--- config.mk ---
export PLATFORM = sky130hd
export DESIGN_NAME = ika87ad_biu
export DESIGN_NICKNAME = d
export VERILOG_FILES = /design/src/hw/biu_pkg.sv /design/src/hw/ika87ad_biu.sv /design/src/hw/bus_pins.sv /design/src/hw/bus_timing.sv /design/src/hw/address_unit.sv
export SDC_FILE = /design/constraint.sdc
export NUM_CORES = 1
export LEC_CHECK = 0
export ABC_AREA = 1
export BUFFER_PORTS_ARGS = -buffer_cell sky130_fd_sc_hd__buf_2
export CELL_PAD_IN_SITES_DETAIL_PLACEMENT = 1
export CELL_PAD_IN_SITES_GLOBAL_PLACEMENT = 1
export CORE_MARGIN = 3
export CORE_UTILIZATION = 35
export CTS_BUF_LIST = sky130_fd_sc_hd__clkbuf_16
export DETAILED_ROUTE_END_ITERATION = 12
export MAX_ROUTING_LAYER = met4
export PLACE_DENSITY_LB_ADDON = 0.25
export SLEW_MARGIN = 10
export SYNTH_ARGS = -nofsm -noshare
export SYNTH_HDL_FRONTEND = slang
export SYNTH_SLANG_ARGS = --single-unit
--- constraint.sdc ---
create_clock -name emuclk -period 5.85 [get_ports emuclk]
set_clock_uncertainty 0.2 [all_clocks]
set_input_delay 0.8775 -clock emuclk [delete_from_list [all_inputs] [get_ports emuclk]]
set_output_delay 0.8775 -clock emuclk [all_outputs]
set_load 0.01 [all_outputs]
--- src/hw/biu_pkg.sv ---
`default_nettype none

package biu_pkg;

    //////////////////////////////
    // Bus access kinds
    //////////////////////////////

    typedef enum logic [1:0] {
        IDLE = 2'b00,   // No bus cycle
        RD4  = 2'b01,   // Opcode fetch, four states
        RD3  = 2'b10,   // Data read, three states
        WR3  = 2'b11    // Data write, three states
    } bus_acc_e;

    //////////////////////////////
    // Phase numbers
    //////////////////////////////

    localparam int PH_W             = 12;   // One-hot phase register width
    localparam int PH_ALE_OFF       = 1;    // ALE drops entering this phase
    localparam int PH_STROBE_ON     = 2;    // /RD or /WR asserted, data on port D
    localparam int PH_SAMPLE        = 6;    // Input latch at end of this phase
    localparam int PH_RD3_END       = 8;    // Last phase of RD3/WR3
    localparam int PH_RD4_END       = 11;   // Last phase of RD4
    localparam int RD4_STROBE_END   = 8;    // /RD released entering this phase
    localparam int SHORT_STROBE_END = 6;    // Same for RD3 and WR3

    //////////////////////////////
    // Payload structs
    //////////////////////////////

    // Command as it arrives from outside
    typedef struct packed {
        bus_acc_e    kind;      // IDLE not allowed
        logic        load_pc;   // RD4 only, jump first
        logic [15:0] addr;
        logic [7:0]  wdata;
    } bus_cmd_t;

    // Command with its bus address settled
    typedef struct packed {
        bus_acc_e    kind;
        logic [15:0] addr;
        logic [7:0]  wdata;
    } bus_req_t;

    // Timing generator state
    typedef struct packed {
        logic [PH_W-1:0] ph;    // One-hot
        bus_acc_e        cur;   // Kind of the running cycle
    } phase_t;

    // One per command, in order
    typedef struct packed {
        bus_acc_e    kind;
        logic [15:0] addr;      // Address put on the bus
        logic [7:0]  data;      // Read byte, or written byte for WR3
    } bus_rsp_t;

endpackage

`default_nettype wire
--- src/hw/ika87ad_biu.sv ---
`timescale 1ns/1ns
`default_nettype none

module ika87ad_biu #(
    parameter logic [15:0] RESET_PC = 16'h0000
) (
    input  wire               emuclk,
    input  wire               mrst_n,
    input  wire               i_mcuclk_pcen,

    input  wire               i_cmd_valid,
    input  wire biu_pkg::bus_cmd_t i_cmd,
    output logic              o_cmd_ready,

    output logic              o_ale,
    output logic              o_rd_n,
    output logic              o_wr_n,

    input  wire  [7:0]        i_pc_i,   // Port C is address only here
    output logic [7:0]        o_pc_o,
    output logic [7:0]        o_pc_dir,

    input  wire  [7:0]        i_pd_i,
    output logic [7:0]        o_pd_o,
    output logic [7:0]        o_pd_dir,

    output logic              o_rsp_valid,
    output biu_pkg::bus_rsp_t o_rsp,
    input  wire               i_rsp_ready
);

    import biu_pkg::*;

    logic     req_valid;
    bus_req_t req;
    logic     req_ready;
    phase_t   phase;
    logic     cyc_start;
    bus_req_t cyc_req;
    logic     rsp_room;

    address_unit #(.RESET_PC(RESET_PC)) u_address_unit (
        .emuclk     (emuclk),       .mrst_n     (mrst_n),
        .i_cmd_valid(i_cmd_valid),  .i_cmd      (i_cmd),      .o_cmd_ready(o_cmd_ready),
        .o_req_valid(req_valid),    .o_req      (req),        .i_req_ready(req_ready)
    );

    bus_timing u_bus_timing (
        .emuclk     (emuclk),       .mrst_n     (mrst_n),     .i_mcuclk_pcen(i_mcuclk_pcen),
        .i_req_valid(req_valid),    .i_req      (req),        .o_req_ready(req_ready),
        .i_rsp_room (rsp_room),
        .o_phase    (phase),        .o_cyc_start(cyc_start),  .o_cyc_req  (cyc_req)
    );

    bus_pins u_bus_pins (
        .emuclk     (emuclk),       .mrst_n     (mrst_n),     .i_mcuclk_pcen(i_mcuclk_pcen),
        .i_phase    (phase),        .i_cyc_start(cyc_start),  .i_cyc_req  (cyc_req),
        .o_rsp_room (rsp_room),
        .o_ale      (o_ale),        .o_rd_n     (o_rd_n),     .o_wr_n     (o_wr_n),
        .o_pc_o     (o_pc_o),       .o_pc_dir   (o_pc_dir),
        .i_pd_i     (i_pd_i),       .o_pd_o     (o_pd_o),     .o_pd_dir   (o_pd_dir),
        .o_rsp_valid(o_rsp_valid),  .o_rsp      (o_rsp),      .i_rsp_ready(i_rsp_ready)
    );

endmodule

`default_nettype wire

--- src/hw/bus_pins.sv ---
`timescale 1ns/1ns
`default_nettype none

module bus_pins (
    input  wire               emuclk,
    input  wire               mrst_n,
    input  wire               i_mcuclk_pcen,

    // From the timing generator
    input  wire biu_pkg::phase_t   i_phase,
    input  wire               i_cyc_start,
    input  wire biu_pkg::bus_req_t i_cyc_req,
    output logic              o_rsp_room,

    // Strobes
    output logic              o_ale,
    output logic              o_rd_n,
    output logic              o_wr_n,

    // Port C address high, port D muxed address low / data
    output logic [7:0]        o_pc_o,
    output logic [7:0]        o_pc_dir,
    input  wire  [7:0]        i_pd_i,
    output logic [7:0]        o_pd_o,
    output logic [7:0]        o_pd_dir,

    // Response out
    output logic              o_rsp_valid,
    output biu_pkg::bus_rsp_t o_rsp,
    input  wire               i_rsp_ready
);

    import biu_pkg::*;

    logic [PH_W-1:0] ph_nx;     // Phase entered on the next advance
    logic            adv;       // Enabled edge inside a cycle
    logic            in_cyc;
    logic            is_rd;
    logic            is_wr;
    logic            strobe_on;
    logic            strobe_off;
    logic            cyc_end;
    logic            sample;
    logic            sample_q;  // Response load, one emuclk after sampling
    logic            ale_q;
    logic            rd_q;      // Active high inside
    logic            wr_q;
    logic            data_sel_q;    // Port D shows data, not address
    logic [7:0]      inlatch_q;
    logic            rsp_valid_q;
    bus_rsp_t        rsp_q;

    assign ph_nx  = {i_phase.ph[PH_W-2:0], 1'b0};
    assign in_cyc = i_phase.cur != IDLE;
    assign adv    = i_mcuclk_pcen && in_cyc;
    assign is_rd  = (i_phase.cur == RD4) || (i_phase.cur == RD3);
    assign is_wr  = i_phase.cur == WR3;

    assign strobe_on  = adv && ph_nx[PH_STROBE_ON];
    assign strobe_off = adv && ((i_phase.cur == RD4) ? ph_nx[RD4_STROBE_END]
                                                     : ph_nx[SHORT_STROBE_END]);
    assign cyc_end    = adv && ((i_phase.cur == RD4) ? i_phase.ph[PH_RD4_END]
                                                     : i_phase.ph[PH_RD3_END]);
    assign sample     = adv && i_phase.ph[PH_SAMPLE];

    //////////////////////////////
    // ALE, /RD, /WR
    //////////////////////////////

    always_ff @(posedge emuclk) begin
        if (!mrst_n) begin
            ale_q      <= 1'b0;
            rd_q       <= 1'b0;
            wr_q       <= 1'b0;
            data_sel_q <= 1'b0;
        end else begin
            if (i_cyc_start) begin
                ale_q <= 1'b1;                  // Phase 0 only
            end else if (adv && ph_nx[PH_ALE_OFF]) begin
                ale_q <= 1'b0;
            end

            if (strobe_on) begin
                rd_q <= is_rd;
                wr_q <= is_wr;
            end else if (strobe_off) begin
                rd_q <= 1'b0;
                wr_q <= 1'b0;
            end

            if (cyc_end) begin
                data_sel_q <= 1'b0;             // Next cycle opens with address
            end else if (strobe_on) begin
                data_sel_q <= 1'b1;
            end
        end
    end

    assign o_ale  = ale_q;
    assign o_rd_n = ~rd_q;
    assign o_wr_n = ~wr_q;

    //////////////////////////////
    // Address / data ports
    //////////////////////////////

    assign o_pc_o   = i_cyc_req.addr[15:8];
    assign o_pc_dir = {8{in_cyc}};
    assign o_pd_o   = data_sel_q ? i_cyc_req.wdata : i_cyc_req.addr[7:0];
    // Port D turns around for reads once the address phase is over
    assign o_pd_dir = {8{in_cyc && (!data_sel_q || is_wr)}};

    //////////////////////////////
    // Input latch and response
    //////////////////////////////

    always_ff @(posedge emuclk) begin
        if (sample && is_rd) begin
            inlatch_q <= i_pd_i;
        end
    end

    always_ff @(posedge emuclk) begin
        if (!mrst_n) begin
            sample_q    <= 1'b0;
            rsp_valid_q <= 1'b0;
        end else begin
            sample_q <= sample;
            if (sample_q) begin
                rsp_valid_q <= 1'b1;
            end else if (i_rsp_ready) begin
                rsp_valid_q <= 1'b0;
            end
        end
    end

    always_ff @(posedge emuclk) begin
        if (sample_q) begin
            rsp_q.kind <= i_cyc_req.kind;
            rsp_q.addr <= i_cyc_req.addr;
            rsp_q.data <= (i_cyc_req.kind == WR3) ? i_cyc_req.wdata : inlatch_q;
        end
    end

    assign o_rsp_room  = !rsp_valid_q;
    assign o_rsp_valid = rsp_valid_q;
    assign o_rsp       = rsp_q;

    // Never both strobes on the bus
    a_no_rd_wr_overlap: assert property (@(posedge emuclk) disable iff (!mrst_n)
        !(!o_rd_n && !o_wr_n));

    // Cycle start is gated on room, so a held response is never overwritten
    a_rsp_no_overwrite: assert property (@(posedge emuclk) disable iff (!mrst_n)
        sample_q |-> !rsp_valid_q);

endmodule

`default_nettype wire

--- src/hw/bus_timing.sv ---
`timescale 1ns/1ns
`default_nettype none

module bus_timing (
    input  wire               emuclk,
    input  wire               mrst_n,
    input  wire               i_mcuclk_pcen,    // One phase per enabled edge

    // Request in
    input  wire               i_req_valid,
    input  wire biu_pkg::bus_req_t i_req,
    output logic              o_req_ready,

    // Response slot free in bus_pins
    input  wire               i_rsp_room,

    // Cycle state out to the pin side
    output biu_pkg::phase_t   o_phase,
    output logic              o_cyc_start,
    output biu_pkg::bus_req_t o_cyc_req
);

    import biu_pkg::*;

    phase_t   phase_q;
    bus_req_t cyc_req_q;        // Held for the whole cycle
    logic     last_ph;          // Final phase of the running cycle
    logic     at_boundary;
    logic     start;

    //////////////////////////////
    // Cycle boundary
    //////////////////////////////

    // RD4 folds at bit 11, three-state cycles at bit 8
    assign last_ph = (phase_q.cur == RD4) ? phase_q.ph[PH_RD4_END]
                                          : phase_q.ph[PH_RD3_END];

    // Idle counts as a boundary every enabled edge
    assign at_boundary = (phase_q.cur == IDLE) || last_ph;

    // Never start unless the response has somewhere to go
    assign o_req_ready = i_mcuclk_pcen && at_boundary && i_rsp_room;
    assign start       = o_req_ready && i_req_valid;

    assign o_cyc_start = start;
    assign o_phase     = phase_q;
    assign o_cyc_req   = cyc_req_q;

    //////////////////////////////
    // Phase sequencer
    //////////////////////////////

    always_ff @(posedge emuclk) begin
        if (!mrst_n) begin
            phase_q.ph  <= PH_W'(1);
            phase_q.cur <= IDLE;
        end else if (i_mcuclk_pcen) begin
            if (at_boundary) begin
                phase_q.ph  <= PH_W'(1);                    // Back to phase 0
                phase_q.cur <= start ? i_req.kind : IDLE;   // Next kind or wait
            end else begin
                // Rotate keeps the token even if a bit goes astray
                phase_q.ph <= {phase_q.ph[PH_W-2:0], phase_q.ph[PH_W-1]};
            end
        end
    end

    // Request captured on the start edge
    always_ff @(posedge emuclk) begin
        if (start) begin
            cyc_req_q <= i_req;
        end
    end

    // Exactly one phase bit set
    a_ph_onehot: assert property (@(posedge emuclk) disable iff (!mrst_n)
        $onehot(phase_q.ph));

endmodule

`default_nettype wire

--- src/hw/address_unit.sv ---
`timescale 1ns/1ns
`default_nettype none

module address_unit #(
    parameter logic [15:0] RESET_PC = 16'h0000
) (
    input  wire               emuclk,
    input  wire               mrst_n,

    // Command stream in
    input  wire               i_cmd_valid,
    input  wire biu_pkg::bus_cmd_t i_cmd,
    output logic              o_cmd_ready,

    // Resolved request out to the timing generator
    output logic              o_req_valid,
    output biu_pkg::bus_req_t o_req,
    input  wire               i_req_ready
);

    import biu_pkg::*;

    logic [15:0] pc_q;          // Program counter
    logic        req_valid_q;
    bus_req_t    req_q;         // Single request slot
    logic [15:0] fetch_addr;
    logic        cmd_take;
    logic        is_fetch;

    //////////////////////////////
    // Handshake
    //////////////////////////////

    // Room when empty or when the slot drains this cycle
    assign o_cmd_ready = !req_valid_q || i_req_ready;
    assign cmd_take    = i_cmd_valid && o_cmd_ready;
    assign is_fetch    = i_cmd.kind == RD4;

    assign o_req_valid = req_valid_q;
    assign o_req       = req_q;

    // Jump target replaces PC before the fetch
    assign fetch_addr = i_cmd.load_pc ? i_cmd.addr : pc_q;

    //////////////////////////////
    // Program counter
    //////////////////////////////

    always_ff @(posedge emuclk) begin
        if (!mrst_n) begin
            pc_q <= RESET_PC;
        end else if (cmd_take && is_fetch) begin
            pc_q <= fetch_addr + 16'd1;         // Wraps FFFF -> 0000
        end
    end

    //////////////////////////////
    // Request slot
    //////////////////////////////

    always_ff @(posedge emuclk) begin
        if (!mrst_n) begin
            req_valid_q <= 1'b0;
        end else if (cmd_take) begin
            req_valid_q <= 1'b1;                // Refill, possibly same edge as drain
        end else if (i_req_ready) begin
            req_valid_q <= 1'b0;
        end
    end

    always_ff @(posedge emuclk) begin
        if (cmd_take) begin
            req_q.kind  <= i_cmd.kind;
            req_q.addr  <= is_fetch ? fetch_addr : i_cmd.addr;   // RD3/WR3 use MA
            req_q.wdata <= i_cmd.wdata;
        end
    end

    // Commands must name a real bus cycle
    a_cmd_kind_legal: assert property (@(posedge emuclk) disable iff (!mrst_n)
        i_cmd_valid |-> i_cmd.kind != IDLE);

endmodule

`default_nettype wire

# Word-level counts from Yosys, hierarchy flattened
# Index checks and enable logic that the tools add are counted.
# W data, S select, Z words.
[word_totals] reg_bits=123 latchBits=0 mem_bits_rw=0 rom_bits=0 input_bits=48 output_inout_bits=63 mem_count=0
[classes] n_addsub=1 multipliers=0 div_mod_pow=0 order_cmp=0 n_eq_ne=5 n_shift=0 mux=17 n_bitwise=3 reduce_logical=28
[op_table] operator="$mux W16" count=2
[op_table] operator="$add A16 B1 Y16 const B" count=1
[op_table] operator="$mux W8" count=2
[op_table] operator="$logic_and A1 B1 Y1" count=13
[op_table] operator="$mux W12" count=1
[op_table] operator="$mux W1" count=11
[op_table] operator="$reduce_bool A2 Y1" count=5
[op_table] operator="$eq A2 B2 Y1 const B" count=3
[op_table] operator="$eq A2 B1 Y1 const B" count=2
[op_table] operator="$logic_or A1 B1 Y1" count=4
[op_table] operator="$logic_not A1 Y1" count=3
[op_table] operator="$not A1 Y1" count=3
[op_table] operator="$logic_not A2 Y1" count=1
[op_table] operator="$mux W2" count=1
[op_table] operator="$reduce_and A2 Y1" count=1
[op_table] operator="$reduce_or A2 Y1" count=1

# Logic depth before layout (Yosys ltp)
# Gate-level depths: netlist (run 1).
[depth] word_depth=8 mapped_depth=13 mapped_depth_nobuf=12

# Hierarchy
# From an unflattened synthesis (run 1), not the netlist that was laid out.
[unflattened] cells_unflattened=541 hier_area_um2=5395.2
[modules_own_cells] mod="address_unit" n_inst=1 cells_each=298 area_each_um2=2327.2
[modules_own_cells] mod="bus_pins" n_inst=1 cells_each=145 area_each_um2=1721.7
[modules_own_cells] mod="bus_timing" n_inst=1 cells_each=98 area_each_um2=1346.3

# Least setup slack after synthesis (run 1)
# Ideal clock, no wire load.
[synth_timing] path_type="register to output" startpoint="reg u_bus_pins.data_sel_q" endpoint="out o_pd_dir[1]" arrival_time_ns=1.330 required_time_ns=4.773 slack_ns=3.442 path_stages_with_launch=6 path_buffers=2 path_cell_list="dfxtp_1 > inv_1 > clkbuf_1 > nor2_1 > nor2_1 > buf_4"
[synth_via] elab_chain_cells=3
[synth_lines] element="start: declaration" line_no="bus_pins.sv:48" source="logic data_sel_q;"
[synth_lines] element="start signal: assignment" line_no="bus_pins.sv:75" source="data_sel_q <= 1'b0;"
[synth_lines] element="start signal: assignment" line_no="bus_pins.sv:92" source="data_sel_q <= 1'b0;"
[synth_lines] element="start signal: assignment" line_no="bus_pins.sv:94" source="data_sel_q <= 1'b1;"
[synth_lines] element="$logic_not A1 Y1" line_no="bus_pins.sv:111" source="assign o_pd_dir = {8{in_cyc && (!data_sel_q || is_wr)}};"
[synth_lines] element="$logic_or A1 B1 Y1" line_no="bus_pins.sv:111"
[synth_lines] element="$logic_and A1 B1 Y1" line_no="bus_pins.sv:111"
[synth_lines] element="end: declaration" line_no="ika87ad_biu.sv:25" source="output logic [7:0] o_pd_dir,"
# Every way passes these cells.

# Worst setup path after layout (run 1)
[layout_timing] startpoint="reg u_bus_timing.phase_q (netlist bit u_bus_timing.o_phase[0])" endpoint="out o_cmd_ready"
[layout_via] elab_chain_cells=6
[layout_lines] element="start: declaration" line_no="bus_timing.sv:25" source="phase_t phase_q;"
[layout_lines] element="$eq A2 B1 Y1" line_no="bus_timing.sv:36" source="assign last_ph = (phase_q.cur == RD4) ? phase_q.ph[PH_RD4_END]"
[layout_lines] element="$mux W1" line_no="bus_timing.sv:36"
[layout_lines] element="$logic_or A1 B1 Y1 (*)" line_no="bus_timing.sv:40" source="assign at_boundary = (phase_q.cur == IDLE) || last_ph;"
[layout_lines] element="$logic_and A1 B1 Y1 (*) (2 in series)" line_no="bus_timing.sv:43" source="assign o_req_ready = i_mcuclk_pcen && at_boundary && i_rsp_room;"
[layout_lines] element="$logic_or A1 B1 Y1 (*)" line_no="address_unit.sv:35" source="assign o_cmd_ready = !req_valid_q || i_req_ready;"
[layout_lines] element="end: declaration" line_no="ika87ad_biu.sv:13" source="output logic o_cmd_ready,"
# Mark *: on every way between the ends. The rest lies on a longest branch, timed or not.

==> results.yml, run 1 <==
placement:
  place_congestion: 0.833
  buffer_ports.inserted: 102
  dpl.hpwl_um: 9190
worst_setup_path:
  timing.critical_path.required_ps: 4770
  r2r_slack_ps: 3280
  timing.critical_path.arrival_ps: 1760
  crit-reg2reg-capture: "u_address_unit.o_req[22]"
  worst_r2r_path_depth: 9
  slowest_stage_delay_on_critical_path_ps: 370
  end_kind: "output port"
  critPathLaunchType: "flip-flop"
  worstPathMaxFanout: 9
  critPathTopFamily: "flip-flops"
  worst-path-buf-inv: 3
  critical_path.most_common_cell: "sky130_fd_sc_hd__nand3_1"
  critical_path_top_delay_cell: "sky130_fd_sc_hd__dfxtp_1"
  timing.rr.start: "u_bus_timing.o_phase[1]"
  ordered_cell_list_for_the_critical_path: "inv_1, ha_1, inv_2, nand3_1, nand3_1, nand2_2, buf_2"
  worstSetupPathType: "flip-flop to output port"
synth:
  synth-edff-count: 86
  synthesis.area_um2: 5470
  syn_avg_cell_area_um2: 10.3
  post-synth-top-area-cell: "sky130_fd_sc_hd__edfxtp_1"
  asr_flop_ratio_synth: 0
  synth.net_count: 585
  synthesis.yosys.warnings: 0
  ys.flop_type: "sky130_fd_sc_hd__edfxtp_1"
  yosysMostFrequentCell: "sky130_fd_sc_hd__nand2_1"
  postSynthRegisterBits: 123
  syn_inst: 533
  seq_area_frac_synth: 0.607
  synth_top_cell_area_share: 0.472
  synthTopCellsByArea: "sky130_fd_sc_hd__edfxtp_1, sky130_fd_sc_hd__dfxtp_1, sky130_fd_sc_hd__nand2_1, sky130_fd_sc_hd__inv_1, sky130_fd_sc_hd__o21ai_0"
  synth_commonest_cells: "sky130_fd_sc_hd__nand2_1, sky130_fd_sc_hd__edfxtp_1, sky130_fd_sc_hd__inv_1, sky130_fd_sc_hd__o21ai_0, sky130_fd_sc_hd__dfxtp_1"
  synth.distinct_cells: 34
clock_tree:
  insertion_delay_of_the_later_clocked_pin_in_the_worst_skew_pair_ps: 420
  numCtsBuffers: 17
  clkSinkCount: 123
  cts_resized: 0
  clock_transition_time_at_the_flip_flop_clock_pins_of_the_worst_setup_and_hold_paths_ps: 60
  clock_path_buffers: 2
  tritoncts: "done"
  cts.hold.buffers_added: 0
  cts-root-buf: "sky130_fd_sc_hd__clkbuf_16"
  cts_setup_buffers: 0
  cts.htree.levels: 4
layout:
  layout.nets: 670
  final_layout_size_suffix_gt1_frac: 0.300
  syn_to_final_growth_pct: 19.8
  multi_input_combinational_cell_area_um2: 1590
  post-route-util: 0.430
  antenna_cells: 0
  fillCellCount: 1761
  layout.area.seq_um2: 3320
status:
  status: "completed"
power:
  cellLeakagePower_nw: 2.71
  cellPowerDensity_nw_per_um2: 326
  worst_ir_drop_vdd_mv: 0.205
floorplanning:
  chipHeight_um: 131
  initial_core_utilization: 0.359
  coreArea_um2: 15300
  die-width_um: 131
  boundaryPins: 111
  floorplan.die_area_um2: 17200
  placementRows: 45
sta:
  finalHoldViolations: 0
  setup_viol: 0
  final_max_slew_viols: 0
  totalNegativeSetupSlack_ps: 0
  slew-limit-headroom: 0.291
  setup_repair_after_global_routing_missed_its_margin: "no"
  fin_hold_ws_ps: 216
  max_slew.worst_pin.slew_ps: 1060
  min_period_over_period: 0.485
  layout_min_cycle_time_ps: 2840
  clock.fmax_mhz: 352
min_path:
  hp-start: "u_address_unit.o_req[13]"
  min_to: "u_bus_timing.o_cyc_req[13]"
  worst_hold_path_type: "flip-flop to flip-flop"
  whs_path_depth: 0
global_route:
  grt_resource_usage_total: 0.154
  antenna_found_initial: 0
  grt_pass1_wl_um: 19500
  grt-ovfl-total: 0
  grt_max_degree: 31
  first_global_vias: 3857
route:
  route.vias.total: 3825
  dr.first_iter.drc_count: 147
  drt_drc_violations_left: 0
  drt.antenna.violating_nets: 0
  drt_pre_antenna_iters: 4
  detail_route.wl_per_cell_um: 14.7
  detail_route.wirelength_um: 12400
  routed_via_density: 4.54
job:
  max_cap_violations: 0
final cells by class:
type | instances | area share
Clock inverter | 15 | 0.0231
Multi-Input combinational cell | 295 | 0.242
Clock buffer | 17 | 0.0648
Tap cell | 211 | 0.0402
Sequential cell | 123 | 0.507
Inverter | 78 | 0.0446
Timing Repair Buffer | 103 | 0.0790
power breakdown:
group,total [mW],internal [mW],switching (mW)
registers,0.974,0.965,0.00937
clock network,1.01,0.624,0.387
logic,0.152,0.0473,0.105
per-stage QoR:
step	total power, mW	setup slack, ps	cell area, um^2	std cells
after floorplan	1.10	3440	5470	533
after global placement	1.14	2750	5980	810
after detailed placement	1.15	2650	5980	810
after CTS	2.17	3000	6560	842
after global routing	2.22	2870	6560	842
final	2.14	3010	6560	842
registers in the layout (all words and copies together), names as in the netlist:
name and count:
u_address_unit.o_req 26, u_bus_pins.o_rsp 26, u_bus_timing.o_cyc_req 26, u_address_unit.pc_q 16, u_bus_timing.o_phase 14, u_bus_pins.inlatch_q 8, u_address_unit.o_req_valid 1, u_bus_pins.data_sel_q 1
u_bus_pins.o_ale 1, u_bus_pins.o_rsp_valid 1, u_bus_pins.rd_q 1, u_bus_pins.sample_q 1, u_bus_pins.wr_q 1
cell families after synthesis:
family | after synthesis | synth area share
and+or+nand+nor | 205 | 0.186
buffers and inverters | 115 | 0.103
xor gates and xnor gates | 5 | 0.00800
AOI/OAI and AO/OA | 81 | 0.0866
adders and majority gates | 4 | 0.00914
DFF | 123 | 0.607
per-layer routing:
layer | routed length (um) | GRT usage | share of wire | vias up
met5 | 0 | - | 0 | -
met4 | 143 | 0.0526 | 0.012 | 0
met3 | 551 | 0.0405 | 0.044 | 10
met2 | 6110 | 0.246 | 0.49 | 83
met1 | 5610 | 0.190 | 0.45 | 1829
li1 | - | - | - | 1903
worst max path at each step:
stage | cells after the start | from | slack [ps] | endpoint
5_1_grt | 12 | i_cmd[24] | 2870 | u_address_unit.pc_q[15]
4_1_cts | 7 | u_bus_timing.o_phase[0] | 3000 | o_cmd_ready
2_1_floorplan | 5 | u_bus_pins.data_sel_q | 3440 | o_pd_dir[1]
6_report | 7 | u_bus_timing.o_phase[0] | 3010 | o_cmd_ready
3_3_place_gp | 12 | i_cmd[24] | 2750 | u_address_unit.pc_q[14]
3_5_place_dp | 12 | i_cmd[24] | 2650 | u_address_unit.pc_q[15]
cell usage in the layout (no fill, tap or decap), types with 4 or more instances in the layout:
cell,count
sky130_fd_sc_hd__nand4_1,5
sky130_fd_sc_hd__nand3_1,20
sky130_fd_sc_hd__nand2_4,7
sky130_fd_sc_hd__o21ai_2,4
sky130_fd_sc_hd__clkbuf_16,17
sky130_fd_sc_hd__nand2_1,113
sky130_fd_sc_hd__dfxtp_1,37
sky130_fd_sc_hd__o21ai_0,46
sky130_fd_sc_hd__xor2_1,5
sky130_fd_sc_hd__clkinvlp_4,5
sky130_fd_sc_hd__ha_1,4
sky130_fd_sc_hd__o22ai_1,5
sky130_fd_sc_hd__nor2_2,5
sky130_fd_sc_hd__buf_2,102
sky130_fd_sc_hd__a21oi_1,15
sky130_fd_sc_hd__inv_2,6
sky130_fd_sc_hd__o32ai_1,4
sky130_fd_sc_hd__nor2_1,24
sky130_fd_sc_hd__nor2_4,6
sky130_fd_sc_hd__inv_1,71
sky130_fd_sc_hd__nand2_2,17
sky130_fd_sc_hd__edfxtp_1,86
(Power assumes the default switching activity.)
==> run 2, diff against run 1 <==
==> constraint.sdc (replaced) <==
create_clock -name emuclk -period 2.9 [get_ports emuclk]
set_clock_uncertainty 0.2 [all_clocks]
set_input_delay 0.435 -clock emuclk [delete_from_list [all_inputs] [get_ports emuclk]]
set_output_delay 0.435 -clock emuclk [all_outputs]
set_load 0.01 [all_outputs]
==> results.yml, run 2 (synthesis gave the netlist of run 1 again) <==
status:
  status: "completed"
sta:
  finalHoldViolations: 0
  clock.fmax_mhz: 432
  layout_min_cycle_time_ps: 2310
  setup_viol: 0
  final_max_slew_viols: 0
  min_period_over_period: 0.798
  max_slew.worst_pin.slew_ps: 496
  slew-limit-headroom: 0.668
  totalNegativeSetupSlack_ps: 0
  setup_repair_after_global_routing_missed_its_margin: "no"
power:
  worst_ir_drop_vdd_mv: 0.356
  cellLeakagePower_nw: 2.84
  cellPowerDensity_nw_per_um2: 625
route:
  drt_drc_violations_left: 0
  dr.first_iter.drc_count: 148
  detail_route.wirelength_um: 12600
  drt_pre_antenna_iters: 4
  route.vias.total: 3869
  detail_route.wl_per_cell_um: 14.6
  drt.antenna.violating_nets: 0
  routed_via_density: 4.47
clock_tree:
  numCtsBuffers: 17
  cts-root-buf: "sky130_fd_sc_hd__clkbuf_16"
  clock_path_buffers: 2
  clock_transition_time_at_the_flip_flop_clock_pins_of_the_worst_setup_and_hold_paths_ps: 50
  tritoncts: "done"
  cts_resized: 0
  cts.htree.levels: 4
  clkSinkCount: 123
  insertion_delay_of_the_later_clocked_pin_in_the_worst_skew_pair_ps: 410
global_route:
  met3_usage: 0.0381
  first_global_vias: 4022
  global_route.usage.met2: 0.254
  grt_max_degree: 29
  most_used_routing_layer: "met2"
  grt_use_met1: 0.189
  grt_pass1_wl_um: 19900
  antenna_found_initial: 0
  grt-ovfl-total: 0
  grt_resource_usage_total: 0.156
layout:
  most_frequent_cells_in_the_layout: "sky130_fd_sc_hd__nand2_1, sky130_fd_sc_hd__buf_2, sky130_fd_sc_hd__edfxtp_1"
  final_common_cell: "sky130_fd_sc_hd__nand2_1"
  layout.nets: 694
  fillCellCount: 1741
  layout.area.seq_um2: 3320
  instances_no_fill: 866
  final_layout_size_suffix_gt1_frac: 0.298
  design_area_um2: 6740
  multi_input_combinational_cell_area_um2: 1590
  syn_to_final_growth_pct: 23.1
  antenna_cells: 0
worst_setup_path:
  end_kind: "output port"
  worstPathMaxFanout: 9
  critPathLaunchType: "flip-flop"
  timing.critical_path.arrival_ps: 1680
  worstSetupPathType: "flip-flop to output port"
  timing.critical_path.required_ps: 2270
placement:
  buffer_ports.inserted: 102
  dpl.hpwl_um: 9100
  place_inst: 819
  dpl-instance-area_um2: 6050
  place_congestion: 0.838
min_path:
  worst_hold_path_type: "input port to flip-flop"
floorplanning:
  chipHeight_um: 131
  initial_core_utilization: 0.359
  coreArea_um2: 15300
  die-width_um: 131
  boundaryPins: 111
  floorplan.die_area_um2: 17200
  placementRows: 45
job:
  max_cap_violations: 0
## run 2: worst paths after layout
path,from,to,slack [ps],cells past startpoint
max,u_bus_timing.o_phase[0],o_cmd_ready,590,7
min,i_cmd[5],u_address_unit.o_req[5],20,1
max reg2reg,u_bus_timing.o_phase[0],u_address_unit.pc_q[15],670,11
min reg2reg,u_address_unit.o_req[10],u_bus_timing.o_cyc_req[10],220,0
## run 2: through the flow
| step | utilization | total power [mW] | setup slack, ps | hold WS, ps |
|---|---|---|---|---|
| final | 0.442 | 4.21 | 586 | 21.7 |
| after global routing | 0.442 | 4.39 | 393 | 0.283 |
| after CTS | 0.440 | 4.26 | 552 | 0.606 |
| after detailed placement | 0.397 | 2.32 | 543 | 206 |
| after global placement | 0.397 | 2.31 | 593 | 202 |
| after floorplan | - | 2.22 | 746 | 200 |
## run 2: final cells by class
class / instances / share of cell area
multi-input cells: 295 / 0.235
clock inverters: 14 / 0.0128
well taps: 211 / 0.0392
flip-flops and latches: 123 / 0.493
inverters: 78 / 0.0435
repair buffers: 127 / 0.109
clock buffers: 18 / 0.0669
## run 2: critical path, cell delays in order (launching register included)
cell and delay, ps:
sky130_fd_sc_hd__dfxtp_1 350, sky130_fd_sc_hd__inv_1 70, sky130_fd_sc_hd__ha_1 270, sky130_fd_sc_hd__inv_2 140, sky130_fd_sc_hd__nand3_1 110, sky130_fd_sc_hd__nand3_1 100
sky130_fd_sc_hd__nand2_2 90, sky130_fd_sc_hd__buf_2 150
## run 2: metal layers
metal	part of all wire	wire (um)	up-vias
li1	-	-	1949
met1	0.45	5720	1832
met4	0.016	198	0
met5	0	0	-
met2	0.49	6240	74
met3	0.038	478	14
## run 2: where the power goes
part / internal (mW) / switching, mW
Sequential: 1.95 / 0.0190
Clock: 1.20 / 0.719
Combinational: 0.116 / 0.214
## run 2: what timing repair did
action                                 4_1_cts  5_1_grt
setup endpoints to repair                    0        0
buffers inserted                             0        0
endpoints found under the hold margin       13        2
hold buffers                                13        2
==> run 3, diff against run 2 <==
==> constraint.sdc (replaced) <==
create_clock -name emuclk -period 2.3 [get_ports emuclk]
set_clock_uncertainty 0.2 [all_clocks]
set_input_delay 0.345 -clock emuclk [delete_from_list [all_inputs] [get_ports emuclk]]
set_output_delay 0.345 -clock emuclk [all_outputs]
set_load 0.01 [all_outputs]
==> results.yml, run 3 (synthesis gave the netlist of run 1 again) <==
status:
  status: "completed"
power:
  worst_ir_drop_vdd_mv: 0.566
  cellLeakagePower_nw: 2.87
  cellPowerDensity_nw_per_um2: 800
  design_power_total_mw: 5.50
route:
  drt_pre_antenna_iters: 4
  drt_drc_violations_left: 0
  routed_via_density: 4.50
  detail_route.wirelength_um: 13100
  drt.antenna.violating_nets: 0
  route.vias.total: 3933
  detail_route.wl_per_cell_um: 15.0
  dr.first_iter.drc_count: 243
layout:
  fillCellCount: 1696
  layout.area.seq_um2: 3320
  syn_to_final_growth_pct: 25.6
  instances_no_fill: 874
  final_layout_size_suffix_gt1_frac: 0.309
  most_frequent_cells_in_the_layout: "sky130_fd_sc_hd__nand2_1, sky130_fd_sc_hd__buf_2, sky130_fd_sc_hd__edfxtp_1"
  multi_input_combinational_cell_area_um2: 1590
  final_common_cell: "sky130_fd_sc_hd__nand2_1"
  layout.nets: 702
  design_area_um2: 6870
  antenna_cells: 0
  post-route-util: 0.451
worst_setup_path:
  timing.critical_path.required_ps: 1750
  critPathLaunchType: "flip-flop"
  end_kind: "output port"
  critPathTopFamily: "flip-flops"
  ordered_cell_list_for_the_critical_path: "inv_1, ha_1, inv_2, nand3_1, nand3_1, nand2_2, buf_2"
  critical_path_top_delay_cell: "sky130_fd_sc_hd__dfxtp_1"
  worst-path-buf-inv: 3
  worstSetupPathType: "flip-flop to output port"
  slowest_stage_delay_on_critical_path_ps: 370
  timing.critical_path.arrival_ps: 1640
  worstPathMaxFanout: 3
  critical_path.most_common_cell: "sky130_fd_sc_hd__nand3_1"
placement:
  dpl-instance-area_um2: 6100
  dp_worst_setup_slack_ps: 223
  dpl.hpwl_um: 9410
  buffer_ports.inserted: 102
  place_inst: 822
  place_congestion: 0.821
global_route:
  antenna_found_initial: 0
  grt_resource_usage_total: 0.164
  grt-ovfl-total: 0
  grt_max_degree: 30
  first_global_vias: 4140
  grt_pass1_wl_um: 20700
clock_tree:
  tritoncts: "done"
  numCtsBuffers: 17
  clkSinkCount: 123
  clock_transition_time_at_the_flip_flop_clock_pins_of_the_worst_setup_and_hold_paths_ps: 60
  cts-root-buf: "sky130_fd_sc_hd__clkbuf_16"
  clock_path_buffers: 2
  insertion_delay_of_the_later_clocked_pin_in_the_worst_skew_pair_ps: 420
  cts.htree.levels: 4
floorplanning:
  boundaryPins: 111
  floorplan.die_area_um2: 17200
  placementRows: 45
  chipHeight_um: 131
  die-width_um: 131
  initial_core_utilization: 0.359
  coreArea_um2: 15300
sta:
  setup_viol: 0
  totalNegativeSetupSlack_ps: 0
  slew-limit-headroom: 0.668
  layout_min_cycle_time_ps: 2190
  post-route-worst-setup-slack_ps: 111
  setup_repair_after_global_routing_missed_its_margin: "no"
  finalHoldViolations: 0
  final_max_slew_viols: 0
  clock.fmax_mhz: 457
  max_slew.worst_pin.slew_ps: 497
  min_period_over_period: 0.952
  fin_hold_ws_ps: 26.2
job:
  max_cap_violations: 0
min_path:
  worst_hold_path_type: "input port to flip-flop"
[run 3: cell count changes in the layout (fill, tap and decap cells not counted), moves of 3 or more]
cell                            before  now
sky130_fd_sc_hd__buf_4              10   13
sky130_fd_sc_hd__inv_1              74   71
sky130_fd_sc_hd__inv_2              10    7
sky130_fd_sc_hd__dlygate4sd3_1      15   18
sky130_fd_sc_hd__clkinv_4            0    4
[run 3: power breakdown]
group          switching (mW)  leakage, nW  internal [mW]
combinational           0.276         1.49          0.161
clock                   0.995        0.282           1.59
sequential             0.0239         1.10           2.45
[run 3: final cells by class]
| type | count | area share |
|---|---|---|
| Sequential cell | 123 | 0.483 |
| Multi-Input combinational cell | 295 | 0.231 |
| Timing Repair Buffer | 135 | 0.120 |
| Clock buffer | 17 | 0.0619 |
| Inverter | 78 | 0.0426 |
| Tap cell | 211 | 0.0384 |
| Clock inverter | 15 | 0.0218 |
[run 3: timing repair]
item,4_1_cts,5_1_grt
hold endpoints to repair,18,0
setup endpoints to repair,0,9
gates resized for setup,0,3
hold buffers,18,0
setup buffers,0,2
[run 3: path summary, 6_finish.rpt]
kind | startpoint | to | slack [ps] | depth (start not counted)
worst max-delay path | u_bus_timing.o_phase[0] | o_cmd_ready | 110 | 7
worst max register to register | u_bus_timing.o_phase[0] | u_address_unit.o_req[12] | 270 | 10
worst min register to register | u_address_unit.o_req[9] | u_bus_timing.o_cyc_req[9] | 220 | 0
worst min-delay path | i_rsp_ready | u_bus_pins.o_rsp_valid | 30 | 4
[run 3: worst min-delay path, delay by kind of cell]
kind	cells	cell delay, ps
simple gates	3	170
buf+inv	1	80
[run 3: layer usage]
metal,routed length (um),global-route usage,part of all wire,vias to the layer above
met5,0,-,0,-
met4,178,0.0538,0.014,0
met3,467,0.0434,0.036,14
met2,6570,0.269,0.50,82
met1,5870,0.196,0.45,1870
li1,-,-,-,1967
